$ cat src/logic/memcard_bus_pkg.sv
package memcard_bus_pkg;

	localparam int cmd_lanes = 1; // one-bit command line.
	localparam int cmd_beats = 8; // one byte per transfer.
	localparam int dat_lanes = 4; // four-bit data bus.
	localparam int dat_beats = 8; // one word per transfer.

	typedef logic [cmd_lanes*cmd_beats-1:0] cmd_word_t;
	typedef logic [dat_lanes*dat_beats-1:0] dat_word_t;

	// lane direction, set by software.
	typedef struct packed {
		logic tx_enabled;
		logic rx_enabled;
	} lane_mode_t;

	// one-cycle strobes from the register bank.
	typedef struct packed {
		logic load;          // new transmit word written.
		logic clear_pending; // drop rx_pending and restart the beat count.
		logic clear_started; // drop rx_started.
	} lane_cmd_t;

	// lane status, read back by software and used for clock gating.
	typedef struct packed {
		logic tx_pending;
		logic rx_pending;
		logic rx_started;
	} lane_state_t;

endpackage

$ cat src/logic/memcard_csr_pkg.sv
package memcard_csr_pkg;

	localparam int csr_addr_width = 14;
	localparam int csr_data_width = 32;
	localparam int clkdiv_width = 11;

	typedef logic [csr_addr_width-1:0] csr_addr_t; // full csr address.
	typedef logic [csr_data_width-1:0] csr_data_t; // csr data word.
	typedef logic [clkdiv_width-1:0] clkdiv_t; // half period count, in sys_clk cycles minus one.

	// compared with csr_a[13:10].
	localparam logic [3:0] csr_bank = 4'd0;

	localparam clkdiv_t clkdiv_reset = 11'd10; // divider value after reset.

	// register index, taken from csr_a[2:0].
	typedef enum logic [2:0] {
		reg_clkdiv   = 3'd0, // clock divider.
		reg_enable   = 3'd1, // {dat_rx, dat_tx, cmd_rx, cmd_tx} enables.
		reg_pending  = 3'd2, // {dat_rx, dat_tx, cmd_rx, cmd_tx} pending, write 1 to clear rx.
		reg_started  = 3'd3, // {dat_rx, cmd_rx} started, write 1 to clear.
		reg_cmd_data = 3'd4, // command shift byte.
		reg_dat_data = 3'd5  // data shift word.
	} csr_reg_e;

endpackage

$ cat src/logic/memcard.sv
`timescale 1ns/1ps

module memcard
	import memcard_csr_pkg::*, memcard_bus_pkg::*;
(
	input  logic                 sys_clk,
	input  logic                 sys_rst,

	input  csr_addr_t            csr_a,
	input  logic                 csr_we,
	input  csr_data_t            csr_di,
	output csr_data_t            csr_do,

	input  logic [cmd_lanes-1:0] mc_cmd_sense,
	output logic [cmd_lanes-1:0] mc_cmd_level,
	output logic                 mc_cmd_drive,
	input  logic [dat_lanes-1:0] mc_d_sense,
	output logic [dat_lanes-1:0] mc_d_level,
	output logic                 mc_d_drive,
	output logic                 mc_clk
);

	clkdiv_t     clkdiv;
	lane_mode_t  cmd_mode;
	lane_mode_t  dat_mode;
	lane_cmd_t   cmd_ctl;
	lane_cmd_t   dat_ctl;
	lane_state_t cmd_state;
	lane_state_t dat_state;
	cmd_word_t   cmd_load_word;
	dat_word_t   dat_load_word;
	cmd_word_t   cmd_word;
	dat_word_t   dat_word;
	logic        bit_strobe;

	memcard_regs regs (
		.sys_clk       (sys_clk),
		.sys_rst       (sys_rst),
		.csr_a         (csr_a),
		.csr_we        (csr_we),
		.csr_di        (csr_di),
		.csr_do        (csr_do),
		.cmd_state     (cmd_state),
		.dat_state     (dat_state),
		.cmd_word      (cmd_word),
		.dat_word      (dat_word),
		.clkdiv        (clkdiv),
		.cmd_mode      (cmd_mode),
		.dat_mode      (dat_mode),
		.cmd_ctl       (cmd_ctl),
		.dat_ctl       (dat_ctl),
		.cmd_load_word (cmd_load_word),
		.dat_load_word (dat_load_word)
	);

	memcard_clkgen clkgen (
		.sys_clk    (sys_clk),
		.sys_rst    (sys_rst),
		.clkdiv     (clkdiv),
		.cmd_mode   (cmd_mode),
		.dat_mode   (dat_mode),
		.cmd_state  (cmd_state),
		.dat_state  (dat_state),
		.mc_clk     (mc_clk),
		.bit_strobe (bit_strobe)
	);

	memcard_lane #(
		.lanes (cmd_lanes),
		.beats (cmd_beats)
	) cmd_lane (
		.sys_clk    (sys_clk),
		.sys_rst    (sys_rst),
		.bit_strobe (bit_strobe),
		.mode       (cmd_mode),
		.ctl        (cmd_ctl),
		.load_word  (cmd_load_word),
		.sense      (mc_cmd_sense),
		.state      (cmd_state),
		.word       (cmd_word),
		.level      (mc_cmd_level),
		.drive      (mc_cmd_drive)
	);

	memcard_lane #(
		.lanes (dat_lanes),
		.beats (dat_beats)
	) dat_lane (
		.sys_clk    (sys_clk),
		.sys_rst    (sys_rst),
		.bit_strobe (bit_strobe),
		.mode       (dat_mode),
		.ctl        (dat_ctl),
		.load_word  (dat_load_word),
		.sense      (mc_d_sense),
		.state      (dat_state),
		.word       (dat_word),
		.level      (mc_d_level),
		.drive      (mc_d_drive)
	);

endmodule

$ cat src/logic/memcard_clkgen.sv
`timescale 1ns/1ps

module memcard_clkgen
	import memcard_csr_pkg::*, memcard_bus_pkg::*;
(
	input  logic        sys_clk,
	input  logic        sys_rst,

	input  clkdiv_t     clkdiv,
	input  lane_mode_t  cmd_mode,
	input  lane_mode_t  dat_mode,
	input  lane_state_t cmd_state,
	input  lane_state_t dat_state,

	output logic        mc_clk,
	output logic        bit_strobe
);

	clkdiv_t div_cnt;
	logic    div_ce;
	logic    clk_active;

	assign div_ce = (div_cnt == '0); // once every clkdiv+1 cycles.

	always_ff @(posedge sys_clk) begin
		if (sys_rst)
			div_cnt <= '0;
		else if (div_ce)
			div_cnt <= clkdiv;
		else
			div_cnt <= div_cnt - 1'b1;
	end

	// run while tx lanes have data to send and rx lanes have room.
	assign clk_active = (~cmd_mode.tx_enabled | cmd_state.tx_pending)
		& (~cmd_mode.rx_enabled | ~cmd_state.rx_pending)
		& (~dat_mode.tx_enabled | dat_state.tx_pending)
		& (~dat_mode.rx_enabled | ~dat_state.rx_pending);

	always_ff @(posedge sys_clk) begin
		if (sys_rst) begin
			mc_clk <= 1'b0;
			bit_strobe <= 1'b0;
		end else begin
			if (div_ce & clk_active)
				mc_clk <= ~mc_clk;
			bit_strobe <= div_ce & clk_active & ~mc_clk; // high while mc_clk is newly high.
		end
	end

endmodule

$ cat src/logic/memcard_lane.sv
`timescale 1ns/1ps

module memcard_lane
	import memcard_bus_pkg::*;
#(
	parameter int lanes = 1,
	parameter int beats = 8
) (
	input  logic                   sys_clk,
	input  logic                   sys_rst,

	input  logic                   bit_strobe,
	input  lane_mode_t             mode,
	input  lane_cmd_t              ctl,
	input  logic [lanes*beats-1:0] load_word,
	input  logic [lanes-1:0]       sense,

	output lane_state_t            state,
	output logic [lanes*beats-1:0] word,
	output logic [lanes-1:0]       level,
	output logic                   drive
);

	localparam int width = lanes * beats;
	localparam int count_w = (beats > 1) ? $clog2(beats) : 1;
	localparam logic [count_w-1:0] last_beat = count_w'(beats - 1);

	logic [count_w-1:0] beat_cnt;
	logic               start_seen;
	logic               beat_en;

	assign start_seen = (sense == '0); // all lines low marks the start beat.

	// tx shifts every strobe, rx only once the start level was seen.
	assign beat_en = bit_strobe & (mode.tx_enabled
		| (mode.rx_enabled & (state.rx_started | start_seen)));

	always_ff @(posedge sys_clk) begin
		if (sys_rst) begin
			state <= '0;
			beat_cnt <= '0;
		end else begin
			if (ctl.load) begin
				state.tx_pending <= 1'b1;
				beat_cnt <= '0;
			end
			if (ctl.clear_pending) begin
				state.rx_pending <= 1'b0;
				beat_cnt <= '0;
			end
			if (ctl.clear_started)
				state.rx_started <= 1'b0;

			// a strobe overrides a write in the same cycle.
			if (beat_en) begin
				if (mode.rx_enabled)
					state.rx_started <= 1'b1;
				if (beat_cnt == last_beat) begin
					beat_cnt <= '0;
					if (mode.tx_enabled)
						state.tx_pending <= 1'b0;
					if (mode.rx_enabled)
						state.rx_pending <= 1'b1;
				end else begin
					beat_cnt <= beat_cnt + 1'b1;
				end
			end
		end
	end

	always_ff @(posedge sys_clk) begin
		if (beat_en)
			word <= {word[width-lanes-1:0], sense}; // oldest sample ends in the top beat.
		else if (ctl.load)
			word <= load_word;
	end

	assign level = word[width-1 -: lanes]; // top beat goes out first.
	assign drive = mode.tx_enabled;

endmodule

$ cat src/logic/memcard_regs.sv
`timescale 1ns/1ps

module memcard_regs
	import memcard_csr_pkg::*, memcard_bus_pkg::*;
(
	input  logic        sys_clk,
	input  logic        sys_rst,

	input  csr_addr_t   csr_a,
	input  logic        csr_we,
	input  csr_data_t   csr_di,
	output csr_data_t   csr_do,

	input  lane_state_t cmd_state,
	input  lane_state_t dat_state,
	input  cmd_word_t   cmd_word,
	input  dat_word_t   dat_word,

	output clkdiv_t     clkdiv,
	output lane_mode_t  cmd_mode,
	output lane_mode_t  dat_mode,
	output lane_cmd_t   cmd_ctl,
	output lane_cmd_t   dat_ctl,
	output cmd_word_t   cmd_load_word,
	output dat_word_t   dat_load_word
);

	logic     bank_sel;
	logic     wr;
	csr_reg_e reg_idx;

	assign bank_sel = (csr_a[13:10] == csr_bank);
	assign wr = bank_sel & csr_we;
	assign reg_idx = csr_reg_e'(csr_a[2:0]);

	// the written word goes straight to the lanes, load qualifies it.
	assign cmd_load_word = csr_di[$bits(cmd_word_t)-1:0];
	assign dat_load_word = csr_di;

	always_comb begin
		cmd_ctl.load = wr & (reg_idx == reg_cmd_data);
		cmd_ctl.clear_pending = wr & (reg_idx == reg_pending) & csr_di[1];
		cmd_ctl.clear_started = wr & (reg_idx == reg_started) & csr_di[0];

		dat_ctl.load = wr & (reg_idx == reg_dat_data);
		dat_ctl.clear_pending = wr & (reg_idx == reg_pending) & csr_di[3];
		dat_ctl.clear_started = wr & (reg_idx == reg_started) & csr_di[1];
	end

	always_ff @(posedge sys_clk) begin
		if (sys_rst) begin
			csr_do <= '0;
			clkdiv <= clkdiv_reset;
			cmd_mode <= '0;
			dat_mode <= '0;
		end else begin
			csr_do <= '0; // unselected bank reads as zero.
			if (bank_sel) begin
				case (reg_idx)
					reg_clkdiv: csr_do <= csr_data_t'(clkdiv);
					reg_enable: begin
						csr_do <= csr_data_t'({dat_mode.rx_enabled, dat_mode.tx_enabled,
							cmd_mode.rx_enabled, cmd_mode.tx_enabled});
					end
					reg_pending: begin
						csr_do <= csr_data_t'({dat_state.rx_pending, dat_state.tx_pending,
							cmd_state.rx_pending, cmd_state.tx_pending});
					end
					reg_started: begin
						csr_do <= csr_data_t'({dat_state.rx_started, cmd_state.rx_started});
					end
					reg_cmd_data: csr_do <= csr_data_t'(cmd_word);
					reg_dat_data: csr_do <= csr_data_t'(dat_word);
					default: csr_do <= '0;
				endcase
			end

			if (wr) begin
				case (reg_idx)
					reg_clkdiv: clkdiv <= csr_di[$bits(clkdiv_t)-1:0];
					reg_enable: begin
						{dat_mode.rx_enabled, dat_mode.tx_enabled,
							cmd_mode.rx_enabled, cmd_mode.tx_enabled} <= csr_di[3:0];
					end
					default: ; // other registers only produce strobes.
				endcase
			end
		end
	end

endmodule

$ cat config.mk
export PLATFORM = sky130hd
export DESIGN_NAME = memcard
export DESIGN_NICKNAME = d
export VERILOG_FILES = /design/src/logic/memcard_bus_pkg.sv /design/src/logic/memcard_csr_pkg.sv /design/src/logic/memcard.sv /design/src/logic/memcard_clkgen.sv /design/src/logic/memcard_lane.sv /design/src/logic/memcard_regs.sv
export SDC_FILE = /design/constraint.sdc
export NUM_CORES = 1
export LEC_CHECK = 0
export BUFFER_PORTS_ARGS = -buffer_cell sky130_fd_sc_hd__buf_2
export CAP_MARGIN = 20
export CORE_MARGIN = 2
export CORE_UTILIZATION = 55
export CTS_CLUSTER_DIAMETER = 30
export DETAILED_ROUTE_END_ITERATION = 7
export PLACE_DENSITY = 0.83
export SLEW_MARGIN = 20
export SYNTH_ARGS = -nofsm -noshare
export SYNTH_HDL_FRONTEND = slang
export SYNTH_SLANG_ARGS = --single-unit
$ cat constraint.sdc
create_clock -name sys_clk -period 3.8 [get_ports sys_clk]
set_input_delay 0.76 -clock sys_clk [delete_from_list [all_inputs] [get_ports sys_clk]]
set_output_delay 0.76 -clock sys_clk [all_outputs]
set_load 0.05 [all_outputs]
* Word-level counts from Yosys, hierarchy flattened *
Index checks and enable logic that the tools add are counted.

storage, ports and cells
  flip-flop bits (word level) = 112
  bits in latches = 0
  bits in writable memories = 0
  ROM bits = 0
  bits of input ports = 54
  logic and storage cells = 105
  memories kept = 0

operators by class
  add/subtract/negate cells = 3
  multipliers = 0
  div/mod/pow operators = 0
  order comparisons = 0
  equality and inequality tests = 7
  shift operators = 0
  muxes and demuxes = 30
  bitwise logic cells = 35
  reductions and logical operators = 11

operator list
  operator                                                              count
  32-bit one-hot mux with 6 select lines                                1
  32-bit two-way mux                                                    2
  3-bit two-way mux                                                     10
  1-bit AND                                                             18
  8-bit two-way mux                                                     2
  3-bit == test, second input constant                                  4
  1-bit two-way mux                                                     12
  11-bit logical NOT                                                    1
  11-bit two-way mux                                                    1
  11-bit by 1-bit subtractor with 11-bit output, second input constant  1
  1-bit NOT                                                             9
  4-bit logical NOT                                                     2
  1-bit OR                                                              8
  3-bit by 1-bit adder with 3-bit output, second input constant         2
  3-bit by 2-bit == test with 1-bit output, second input constant       2
  3-bit nonzero test                                                    2
  2-bit two-way mux                                                     2
  2-bit AND reduction                                                   2
  2-bit nonzero test                                                    2
  3-bit by 1-bit == test with 1-bit output, second input constant       1
  3-bit logical NOT                                                     1
  2-bit OR reduction                                                    1

* Logic depth before layout (Yosys ltp) *
  depth after elaboration = 8
  depth in mapped cells = 7

* By module *
From an unflattened synthesis, not the netlist that was laid out.

second synthesis, totals
  cell total of the unflattened synthesis = 469
  area, all modules = 5382.7 um2

modules (own cells, without submodules)
  module                   times used  cells an instance  area each (um2)  seq. area each (um2)
  memcard_regs             1           234                2205.9           940.9
  memcard_lane (dat_lane)  1           104                1824.2           1081.0
  memcard_lane (cmd_lane)  1           51                 679.4            360.3
  memcard_clkgen           1           80                 673.1            260.2

* Worst setup path before layout *
Ideal clock, no wire load.

  path kind = input to register
  from = in mc_d_sense[1]
  to = reg dat_lane.word[0], enable pin
  library setup time = 0.388 ns
  data arrival time = 2.548 ns
  setup slack = 0.865 ns
  stages = 5
  path buffers = 2
  path through = or4_1 a21oi_1 buf_2 buf_4 a21o_1

between the ends
  word-level cells in the longest chain between the ends = 6

ends and longest elaborated chain
  element                              RTL line            text
  start: declaration                   memcard.sv:17       input logic [dat_lanes-1:0] mc_d_sense,
  4-bit logical NOT                    memcard_lane.sv:32  assign start_seen = (sense == '0);
  1-bit OR                             memcard_lane.sv:36  | (mode.rx_enabled & (state.rx_started | start_seen)));
  1-bit AND                            memcard_lane.sv:36
  1-bit OR                             memcard_lane.sv:36
  1-bit AND                            memcard_lane.sv:35  assign beat_en = bit_strobe & (mode.tx_enabled
  2-bit nonzero test (no source line)  -
  end signal: assignment               memcard_lane.sv:73  word <= {word[width-lanes-1:0], sense};
  end signal: assignment               memcard_lane.sv:75  word <= load_word;
  end: declaration                     memcard_lane.sv:19  output logic [lanes*beats-1:0] word,

No other way between the ends.
A chain may end at the register's enable or synchronous reset.

* Worst setup path in the final report *
  from = in mc_d_sense[1]
  to = reg dat_lane.word[27], enable pin

Same word-level chain as after synthesis.

==> reports/metrics.yaml <==
gp_congestion: 0.880
cts_tree: "yes"
syn_inst: 404
crit_fanout: 32
crit_path_end_kind: "flop"
vias: 3326
finalCritPeriodShare: 0.674
grt_overflow: 0
yosys_warnings: 0
relSlewSlack: 0.420
crit_family: "compound AO/OA/AOI/OAI gates"
path_depth: 5
place_hpwl_um: 6970
fp.coreArea_mm2: 0.00826
num_antenna_cells: 0
cts_root_buffer: "clkbuf_8"
holdCritStartpoint: "dat_lane.word[11]"
synth_ff_type: "dfxtp_1"
hold_violations: 0
grt_pass1_vias: 3150
finClkSkew_ps: 14.0
postCtsHoldBufs: 0
drv_slew: 0
worst_slack_ps: 1240
post_cts_resized: 0
required_ps: 3830
io_buffers: 86
synth_edf_count: 40
setup_violations: 0
grt_start_max_net_pins: 37
syn_nets: 463
fin_crit_ps: 2560
wirelength_um: 9830
cp_cell_sequence: "buf_2, or4_1, a21oi_4, a21o_1, buf_4"
areaGrowthSynthToFinish_pct: 13.9
power.density_mw_per_mm2: 452
drt-pass1-iter-count: 4
die_area_mm2: 0.00928
antenna_left: 0
numCtsBuffers: 9
htree_levels: 3
pin_count: 94
routedWlPerCell_um: 16.7
max_freq_mhz: 390
ys_seq_area_frac: 0.563
cap_violations: 0
synth.lib_cells_used.distinct: 49
worst_ep_arrival_time_ps: 2590
rsz0062_at_grt: "no"
postLayoutCellArea_mm2: 0.00534
grt_usage: 0.219
synth_area_mm2: 0.00469
grt_antenna_before_repair: 0
path_class: "primary input to flop"
power_leakage_nw: 2.20
rows: 33
hold_depth: 1
cts_setup_buffers: 0
worst-path-buf-inv: 2
drc_errors: 0
peakVddDrop_mv: 0.255
hold_end: "regs.csr_do[11]"
drive_above_1_share: 0.324
worst_skew_pair.late_latency_ps: 380
r2r_end: "dat_lane.word[27]"
die_w_um: 96.4
r2r_slack_ps: 1620
cts.sinks: 112
die_h_um: 96.4
rr_worst_depth: 4
nets: 538
path_clk_slew_ps: 110
dr.first_iter.drc_count: 313
r2r-start: "regs.dat_mode[1]"
crit_slowest_cell: "or4_1"
pre_cts_ws_ps: 859
viasPerCell: 5.65
fin_tns_setup_ps: 0
status: "completed"
ys_ff_latch: 112
layout_commonest_cell: "buf_2"
slowest_delay_ps: 590
grt_pass1_wl_um: 15400
cp-start-kind: "primary input"
worst_pin_slew_ps: 868
layout_common_cells: "86 x buf_2, 72 x dfxtp_1, 42 x mux2_2"
dpl_cell_area_mm2: 0.00515
clock_path_buffers: 2
initial_core_util: 0.568
syn_avg_cell_area_um2: 11.6
synthArstFlopShare: 0
hold_path.class: "flop to flop"
where the power goes:
group	internal [mW]	total, mW	switching [mW]
sequential	1.29	1.34	0.0471
combinational	0.160	0.378	0.218
clock	0.261	0.698	0.437
total	1.71	2.41	0.702
how the worst max path moves through the flow:
stage | from | end | slack [ps]
final | mc_d_sense[1] | dat_lane.word[27] | 1240
after global routing | mc_d_sense[1] | dat_lane.word[9] | 1180
after CTS | mc_d_sense[1] | dat_lane.word[9] | 1270
after detailed placement | mc_d_sense[1] | dat_lane.word[28] | 860
after global placement | mc_d_sense[1] | dat_lane.word[29] | 850
after floorplan | mc_d_sense[1] | dat_lane.word[0] | 860
final cells by class:
type / instances / area (µm²)
clock buffers: 9 / 124
clock inverters: 7 / 67.6
multi-input cells: 262 / 1890
repair buffers: 89 / 465
well taps: 105 / 131
inverters: 5 / 18.8
flip-flops and latches: 112 / 2640
fillers: 649 / 2920
metrics by stage:
stage | utilization | hold slack (ps) | instances | total power [mW]
CTS | 0.647 | 478 | 589 | 2.41
floorplan | - | 440 | 404 | 1.64
global placement | 0.624 | 442 | 573 | 1.72
finish | 0.647 | 476 | 589 | 2.41
detailed placement | 0.624 | 455 | 573 | 1.74
global route | 0.647 | 501 | 589 | 2.52
logic make-up (layout without fill, tap and decap cells):
| family | count (synthesis) | after routing | synth area share |
|---|---|---|---|
| AND/OR/NAND/NOR | 131 | 131 | 0.148 |
| XOR/XNOR | 8 | 8 | 0.0149 |
| buffers and inverters | 30 | 110 | 0.0355 |
| multiplexers | 60 | 60 | 0.145 |
| AO/OA/AOI/OAI | 58 | 58 | 0.0808 |
| adder cells (fa/ha/maj) | 5 | 5 | 0.0133 |
| flip-flops | 112 | 112 | 0.563 |
flip-flops by register name (all words and copies together) (netlist names):
register and count:
clkgen.bit_strobe 1, clkgen.div_cnt 11, clkgen.mc_clk 1, cmd_lane.beat_cnt 3, cmd_lane.state 3, cmd_lane.word 8, dat_lane.beat_cnt 3, dat_lane.state 3
dat_lane.word 32, regs.clkdiv 11, regs.cmd_mode 2, regs.csr_do 32, regs.dat_mode 2
synthesized netlist by cell type, types with 3 or more instances:
cell type	n	area, µm²
inv_1	5	18.8
nand3_1	14	70.1
a22oi_1	6	45.0
and2_1	22	138
nor3_1	8	40.0
clkbuf_1	11	41.3
nor4_1	3	18.8
mux2i_1	16	160
buf_6	4	45.0
ha_1	5	62.6
a211oi_1	6	45.0
nand2b_1	4	25.0
a21oi_1	19	95.1
buf_4	5	37.5
o21ai_0	10	50.1
dfxtp_1	72	1440
edfxtp_1	40	1200
xor2_1	6	52.6
buf_2	4	20.0
mux2_2	42	473
nand2_1	14	52.6
nand4b_1	3	26.3
nor2b_1	8	50.1
nor2_1	41	154
routing by layer:
metal	global-route usage	share of wire	up-vias
met5	0	0	-
met4	0.0798	0.018	0
met3	0.0352	0.060	14
met2	0.349	0.50	107
met1	0.304	0.43	1599
li1	-	-	1606
Note: power is estimated with default switching activity, not from simulation.
